===== src/verilog/mem_pkg.sv =====
`default_nettype none

package mem_pkg;

    // *************************************************************************
    // Address and width defaults
    // *************************************************************************

    // Byte address used by every port in the memory subsystem.
    typedef logic [31:0] addr_t;

    // One cache line as requested by the instruction and data caches.
    localparam int LINE_BITS_DEFAULT = 256;

    // One beat on the external memory bus.
    localparam int BEAT_BITS_DEFAULT = 64;

    // *************************************************************************
    // Arbiter grant encoding
    // *************************************************************************

    // The arbiter state doubles as the grant.
    // GRANT_NONE means the arbiter is idle and the adapter sees no request.
    typedef enum logic [1:0] {
        GRANT_NONE,
        GRANT_ICACHE,
        GRANT_DCACHE
    } grant_e;

endpackage

`default_nettype wire


===== src/verilog/line_if.sv =====
`timescale 1ns/10ps
`default_nettype none

// One whole-line transfer between a cache side and the memory side.
// The requester holds read or write with a stable address and wdata until
// resp is high for one cycle, and rdata is valid in that cycle.
interface line_if #(
    parameter int LINE_BITS = 256
);

    logic                  read;
    logic                  write;
    mem_pkg::addr_t        address;
    logic [LINE_BITS-1:0]  wdata;
    logic [LINE_BITS-1:0]  rdata;
    logic                  resp;

    modport requester (
        output read, write, address, wdata,
        input  rdata, resp
    );

    modport responder (
        input  read, write, address, wdata,
        output rdata, resp
    );

endinterface

`default_nettype wire


===== src/verilog/cacheline_adapter.sv =====
`timescale 1ns/10ps
`default_nettype none

// Turns one line read or write into a burst of beats on the memory bus.
// Beats go lowest first; one shift register serves both directions.
module cacheline_adapter #(
    parameter int LINE_BITS = 256,
    parameter int BEAT_BITS = 64
) (
    input  logic                  clk,
    input  logic                  rst,
    line_if.responder             line,
    output logic                  mem_read,
    output logic                  mem_write,
    output mem_pkg::addr_t        mem_address,
    output logic [BEAT_BITS-1:0]  mem_wdata,
    input  logic [BEAT_BITS-1:0]  mem_rdata,
    input  logic                  mem_resp
);

    localparam int BEATS      = LINE_BITS / BEAT_BITS;
    localparam int CNT_W      = (BEATS > 1) ? $clog2(BEATS) : 1;
    localparam int OFFSET_W   = $clog2(LINE_BITS / 8);

    typedef enum logic [1:0] {
        ST_IDLE,
        ST_BURST,
        ST_DONE
    } state_e;

    state_e                state;
    logic [CNT_W-1:0]      beat_cnt;
    logic                  last_beat;
    logic                  op_write;
    mem_pkg::addr_t        addr_q;
    logic [LINE_BITS-1:0]  line_q;

    assign last_beat = (beat_cnt == CNT_W'(BEATS - 1));

    // *************************************************************************
    // Control
    // *************************************************************************

    always_ff @(posedge clk) begin
        if (rst) begin
            state    <= ST_IDLE;
            beat_cnt <= '0;
        end else begin
            case (state)
                ST_IDLE: begin
                    beat_cnt <= '0;
                    if (line.read || line.write) begin
                        state <= ST_BURST;
                    end
                end
                ST_BURST: begin
                    if (mem_resp) begin
                        beat_cnt <= beat_cnt + 1'b1;
                        if (last_beat) begin
                            state <= ST_DONE;
                        end
                    end
                end
                ST_DONE: begin
                    // The requester drops its request in the next cycle.
                    state <= ST_IDLE;
                end
                default: begin
                    state <= ST_IDLE;
                end
            endcase
        end
    end

    // *************************************************************************
    // Datapath
    // *************************************************************************

    // Reads shift each beat in at the top, so the first beat ends up lowest.
    // Writes shift the next beat down into the bottom slot.
    always_ff @(posedge clk) begin
        if (state == ST_IDLE && (line.read || line.write)) begin
            op_write <= line.write;
            addr_q   <= {line.address[31:OFFSET_W], {OFFSET_W{1'b0}}};
            line_q   <= line.wdata;
        end else if (state == ST_BURST && mem_resp) begin
            line_q   <= {mem_rdata, line_q[LINE_BITS-1:BEAT_BITS]};
        end
    end

    assign mem_read    = (state == ST_BURST) && !op_write;
    assign mem_write   = (state == ST_BURST) && op_write;
    assign mem_address = addr_q;
    assign mem_wdata   = line_q[BEAT_BITS-1:0];

    assign line.rdata  = line_q;
    assign line.resp   = (state == ST_DONE);

    // A line request is a read or a write and never both.
    a_rw_excl: assert property (@(posedge clk) disable iff (rst)
        !(line.read && line.write));

    // The requester holds its request and its address for the whole burst.
    a_addr_stable: assert property (@(posedge clk) disable iff (rst)
        (state == ST_BURST) |-> ((line.read || line.write) && $stable(line.address)));

endmodule

`default_nettype wire


===== src/verilog/line_arbiter.sv =====
`timescale 1ns/10ps
`default_nettype none

// Grants the single line path to the instruction port or the data port.
// The instruction port wins when both ask in the same idle cycle.
module line_arbiter #(
    parameter int LINE_BITS = 256
) (
    input  logic        clk,
    input  logic        rst,
    line_if.responder   icache,
    line_if.responder   dcache,
    line_if.requester   mem
);

    mem_pkg::grant_e state;
    mem_pkg::grant_e next_state;

    // *************************************************************************
    // Request and response routing
    // *************************************************************************

    always_comb begin
        mem.read     = 1'b0;
        mem.write    = 1'b0;
        mem.address  = '0;
        mem.wdata    = {LINE_BITS{1'b0}};

        icache.resp  = 1'b0;
        icache.rdata = {LINE_BITS{1'b0}};
        dcache.resp  = 1'b0;
        dcache.rdata = {LINE_BITS{1'b0}};

        case (state)
            mem_pkg::GRANT_ICACHE: begin
                mem.read     = icache.read;
                mem.write    = icache.write;
                mem.address  = icache.address;
                mem.wdata    = icache.wdata;
                icache.resp  = mem.resp;
                icache.rdata = mem.rdata;
            end
            mem_pkg::GRANT_DCACHE: begin
                mem.read     = dcache.read;
                mem.write    = dcache.write;
                mem.address  = dcache.address;
                mem.wdata    = dcache.wdata;
                dcache.resp  = mem.resp;
                dcache.rdata = mem.rdata;
            end
            default: begin
                // Idle, nothing reaches the adapter.
            end
        endcase
    end

    // *************************************************************************
    // Grant state machine
    // *************************************************************************

    always_comb begin
        next_state = state;
        case (state)
            mem_pkg::GRANT_NONE: begin
                if (icache.read || icache.write) begin
                    next_state = mem_pkg::GRANT_ICACHE;
                end else if (dcache.read || dcache.write) begin
                    next_state = mem_pkg::GRANT_DCACHE;
                end
            end
            mem_pkg::GRANT_ICACHE,
            mem_pkg::GRANT_DCACHE: begin
                // Hold the grant until the line completes.
                if (mem.resp) begin
                    next_state = mem_pkg::GRANT_NONE;
                end
            end
            default: begin
                next_state = mem_pkg::GRANT_NONE;
            end
        endcase
    end

    always_ff @(posedge clk) begin
        if (rst) begin
            state <= mem_pkg::GRANT_NONE;
        end else begin
            state <= next_state;
        end
    end

    // A granted port keeps its request up until its line completes.
    a_grant_held: assert property (@(posedge clk) disable iff (rst)
        (state != mem_pkg::GRANT_NONE) |-> (mem.read || mem.write));

endmodule

`default_nettype wire


===== src/verilog/mem_subsystem.sv =====
`timescale 1ns/10ps
`default_nettype none

// Memory side of the cached processor. Two line ports share one burst
// adapter through the arbiter.
module mem_subsystem #(
    parameter int LINE_BITS = mem_pkg::LINE_BITS_DEFAULT,
    parameter int BEAT_BITS = mem_pkg::BEAT_BITS_DEFAULT
) (
    input  logic                  clk,
    input  logic                  rst,

    // Instruction cache.
    input  logic                  icache_read,
    input  mem_pkg::addr_t        icache_address,
    output logic [LINE_BITS-1:0]  icache_rdata,
    output logic                  icache_resp,

    // Data cache.
    input  logic                  dcache_read,
    input  logic                  dcache_write,
    input  mem_pkg::addr_t        dcache_address,
    input  logic [LINE_BITS-1:0]  dcache_wdata,
    output logic [LINE_BITS-1:0]  dcache_rdata,
    output logic                  dcache_resp,

    // External memory bus.
    output logic                  mem_read,
    output logic                  mem_write,
    output mem_pkg::addr_t        mem_address,
    output logic [BEAT_BITS-1:0]  mem_wdata,
    input  logic [BEAT_BITS-1:0]  mem_rdata,
    input  logic                  mem_resp
);

    line_if #(.LINE_BITS(LINE_BITS)) icache_bus ();
    line_if #(.LINE_BITS(LINE_BITS)) dcache_bus ();
    line_if #(.LINE_BITS(LINE_BITS)) adapter_bus ();

    // The instruction port only ever reads.
    assign icache_bus.read    = icache_read;
    assign icache_bus.write   = 1'b0;
    assign icache_bus.address = icache_address;
    assign icache_bus.wdata   = '0;
    assign icache_rdata       = icache_bus.rdata;
    assign icache_resp        = icache_bus.resp;

    assign dcache_bus.read    = dcache_read;
    assign dcache_bus.write   = dcache_write;
    assign dcache_bus.address = dcache_address;
    assign dcache_bus.wdata   = dcache_wdata;
    assign dcache_rdata       = dcache_bus.rdata;
    assign dcache_resp        = dcache_bus.resp;

    line_arbiter #(
        .LINE_BITS (LINE_BITS)
    ) u_arbiter (
        .clk    (clk),
        .rst    (rst),
        .icache (icache_bus.responder),
        .dcache (dcache_bus.responder),
        .mem    (adapter_bus.requester)
    );

    cacheline_adapter #(
        .LINE_BITS (LINE_BITS),
        .BEAT_BITS (BEAT_BITS)
    ) u_adapter (
        .clk         (clk),
        .rst         (rst),
        .line        (adapter_bus.responder),
        .mem_read    (mem_read),
        .mem_write   (mem_write),
        .mem_address (mem_address),
        .mem_wdata   (mem_wdata),
        .mem_rdata   (mem_rdata),
        .mem_resp    (mem_resp)
    );

endmodule

`default_nettype wire

===== config.mk =====
export PLATFORM = sky130hd
export DESIGN_NAME = mem_subsystem
export DESIGN_NICKNAME = d
export VERILOG_FILES = /design/src/verilog/mem_pkg.sv /design/src/verilog/line_if.sv /design/src/verilog/cacheline_adapter.sv /design/src/verilog/line_arbiter.sv /design/src/verilog/mem_subsystem.sv
export SDC_FILE = /design/constraint.sdc
export NUM_CORES = 1
export LEC_CHECK = 0
export ABC_AREA = 1
export CAP_MARGIN = 20
export CORE_AREA = 10 10 382 384
export CTS_CLUSTER_SIZE = 30
export DETAILED_ROUTE_END_ITERATION = 6
export DIE_AREA = 0 0 392 394
export DONT_BUFFER_PORTS = 1
export PLACE_DENSITY = 0.35
export SYNTH_ARGS = -nofsm -noshare
export SYNTH_HDL_FRONTEND = slang
export SYNTH_HIERARCHICAL = 1
export SYNTH_SLANG_ARGS = --single-unit

===== constraint.sdc =====
create_clock -name clk -period 7.8 [get_ports clk]
set_clock_uncertainty 0.2 [all_clocks]
set_input_delay 0.78 -clock clk [delete_from_list [all_inputs] [get_ports clk]]
set_output_delay 0.78 -clock clk [all_outputs]
set_load 0.01 [all_outputs]

==> impl_metrics.env <==
export IMPL_top_usage_layer="met2"
export IMPL_reg2reg_from="u_arbiter/state[0]$_SDFFE_PP0P_"
export IMPL_min_to="u_arbiter/state[1]$_SDFFE_PP0P_"
export IMPL_cp_data_arrival_time_ns=3.91
export IMPL_viasPerCell=3.725
export IMPL_cts_tree="yes"
export IMPL_grt_usage=0.1299
export IMPL_p_per_area_nw_per_um2=419.6
export IMPL_dp_slack_ns=3.229
export IMPL_ys_warn_count=6
export IMPL_finalHoldViolCount=0
export IMPL_netlist_area_um2=21720
export IMPL_die_area_um2=154400
export IMPL_syn_inst=3270
export IMPL_swShare=0.5312
export IMPL_hold_path_depth=3
export IMPL_crit_chain="inv_1 -> ha_4 -> buf_4 -> buf_4 -> nand2_1 -> inv_1"
export IMPL_finalWorstSetupSlack_ns=2.913
export IMPL_final_area_um2=24360
export IMPL_grt_max_degree=162
export IMPL_place_area_um2=22930
export IMPL_overflow=0
export IMPL_run_status="complete, no violations"
export IMPL_finalSetupViolations=0
export IMPL_pin_count=1002
export IMPL_required_ns=6.82
export IMPL_maxCapViolCount=0
export IMPL_drt_initial_drc_count=1221
export IMPL_start_util=0.1569
export IMPL_htree_num_levels=2
export IMPL_vias=19260
export IMPL_die_w_um=392
export IMPL_rrSetupSlack_ns=3.39
export IMPL_seq_area_um2=8648
export IMPL_finalMaxSlewViolations=0
export IMPL_io_buffer_count=0
export IMPL_cts_sinks=290
export IMPL_clk_pin_slew_ns=0.06
export IMPL_setup_tns_ns=0
export IMPL_fp_dieH_um=394
export IMPL_p_leak_nw=12.66
export IMPL_r2r_end="u_adapter/line.rdata[114]$_DFFE_PP_"
export IMPL_cts_path_max_buffers=3
export IMPL_avgSynthCellArea_um2=6.644
export IMPL_switchingPower_w=0.005429
export IMPL_dp_cells=5085
export IMPL_met3_usage=0.03519
export IMPL_crit_path_end_kind="output pin"
export IMPL_cpMaxStageDelayCell="buf_4"
export IMPL_insertion_delay_ns=0.61
export IMPL_hold_class="primary input to flop"
export IMPL_ctsRootBufferMaster="clkbuf_16"
export IMPL_grt_pass1_vias=19296
export IMPL_slew_headroom=0.3556
export IMPL_use_met2=0.2159
export IMPL_final_util=0.1759
export IMPL_cp_buffers_inverters=4
export IMPL_grt_use_met1=0.1630
export IMPL_drive_above_1_share=0.04083
export IMPL_gp_congestion=0.8427
export IMPL_grt_pass1_wl_um=146800
export IMPL_path_delay_family="buffers and inverters"
export IMPL_worstMarginPinSlew_ns=0.9666
export IMPL_multiInputGateArea_um2=9753
export IMPL_drtPass1Iterations=6
export IMPL_dp_hpwl_um=79370
export IMPL_rsz0062_at_grt="false"
export IMPL_post_route_period_util=0.6265
export IMPL_ff2ff_path_depth=10
export IMPL_p_int_w=0.004791
export IMPL_final_cells=5170
export IMPL_syn_to_final_growth_pct=12.11
export IMPL_fin_crit_ns=4.887
export IMPL_drc=0
export IMPL_holdCritStartpoint="rst"
export IMPL_clockPowerShare=0.197
export IMPL_ir_worst_vdd_mv=0.2714
export IMPL_numCtsBuffers=42
export IMPL_core_region_area_um2=138500
export IMPL_antenna_found_initial=15
export IMPL_cp_max_fo=80
export IMPL_cts_resized_gates=0
export IMPL_fmax_mhz=204.6
export IMPL_wl_per_cell_um=20.59
export IMPL_critPathLaunchType="flop"
export IMPL_power_frac_seq=0.355
export IMPL_slowest_delay_ns=0.76
export IMPL_wl_um=106500
export IMPL_rows=137
export IMPL_nFillCells=15994
export IMPL_combPwrFrac=0.448
export IMPL_postRouteAntennaNets=0
export IMPL_nets=3717
export IMPL_path_class="flop to output pin"
-- per-layer routing --
metal	routed length, um	share of wire	vias to the layer above
li1	-	-	9500
met1	46090	0.43	8979
met2	50410	0.47	680
met3	7562	0.071	101
met4	2414	0.023	0
met5	0	0	-
-- sequential cells by signal (all words and copies together) (netlist names) --
signal                 count
u_adapter/beat_cnt         2
u_adapter/mem_address     27
u_adapter/line.rdata     256
u_adapter/op_write         1
u_arbiter/state            2
u_adapter/state            2
-- power by group through the flow --
stage	combinational (W)	clock, W	sequential, W
after floorplan	0.00413	0	0.00307
after global placement	0.00470	0	0.00371
after detailed placement	0.00471	0	0.00370
after CTS	0.00471	0.00210	0.00368
after global routing	0.00518	0.00215	0.00372
final	0.00458	0.00201	0.00363
-- stage by stage --
stage	hold WS (ns)	power [W]
finish	0.1154	0.01022
global placement	0.2738	0.008413
global route	0.08599	0.01105
detailed placement	0.2802	0.008408
CTS	0.03295	0.01049
floorplan	0.2571	0.007208
-- worst max-delay path by stage --
stage                                          from                             endpoint  slack [ns]  cells past startpoint
finish              u_arbiter/state[1]$_SDFFE_PP0P_                    icache_rdata[170]        2.91                      6
global route        u_arbiter/state[1]$_SDFFE_PP0P_                    icache_rdata[170]        2.58                      6
CTS                 u_arbiter/state[1]$_SDFFE_PP0P_                    icache_rdata[170]        2.83                      6
detailed placement  u_arbiter/state[0]$_SDFFE_PP0P_  u_adapter/line.rdata[114]$_DFFE_PP_        3.23                     10
global placement    u_arbiter/state[0]$_SDFFE_PP0P_   u_adapter/line.rdata[82]$_DFFE_PP_        3.25                     10
floorplan           u_arbiter/state[0]$_SDFFE_PP0P_    u_adapter/line.rdata[0]$_DFFE_PP_        2.32                     10
-- layout make-up --
| class | count | share of cell area |
|---|---|---|
| flip-flops and latches | 290 | 0.3551 |
| well taps | 1807 | 0.09283 |
| repair buffers | 27 | 0.01151 |
| multi-input cells | 2434 | 0.4004 |
| clock buffers | 55 | 0.04767 |
| inverters | 528 | 0.08219 |
| clock inverters | 21 | 0.009452 |
| diodes | 8 | 0.0008219 |
-- worst reg2reg max path, stage by stage (launching register included) --
cell and delay (ns):
dfxtp_1 0.39, inv_1 0.11, ha_1 0.39, inv_8 0.51, a21oi_1 0.13, or2_1 0.33, nand2_8 0.41, buf_4 0.75
buf_4 0.72, nand2_1 0.23, nand2_1 0.10
-- timing repair --
item                                   CTS  global route
buffers inserted                         0             0
endpoints found under the hold margin    5             0
hold buffers                             1             0
-- cells in the final DEF, fill, tap and decap left out, types with 3 or more instances in the layout --
cell,instances
nor2_1,5
inv_1,523
diode_2,8
conb_1,263
nand2_1,1860
clkbuf_16,43
inv_2,3
nand3_1,5
clkinv_1,5
clkbuf_8,4
edfxtp_1,284
bufinv_16,4
dfxtp_1,6
a21oi_1,252
buf_4,20
clkinv_2,6
buf_12,6
clkbuf_1,8
a21oi_2,38
No activity file was read; power rests on OpenSTA's default activity.
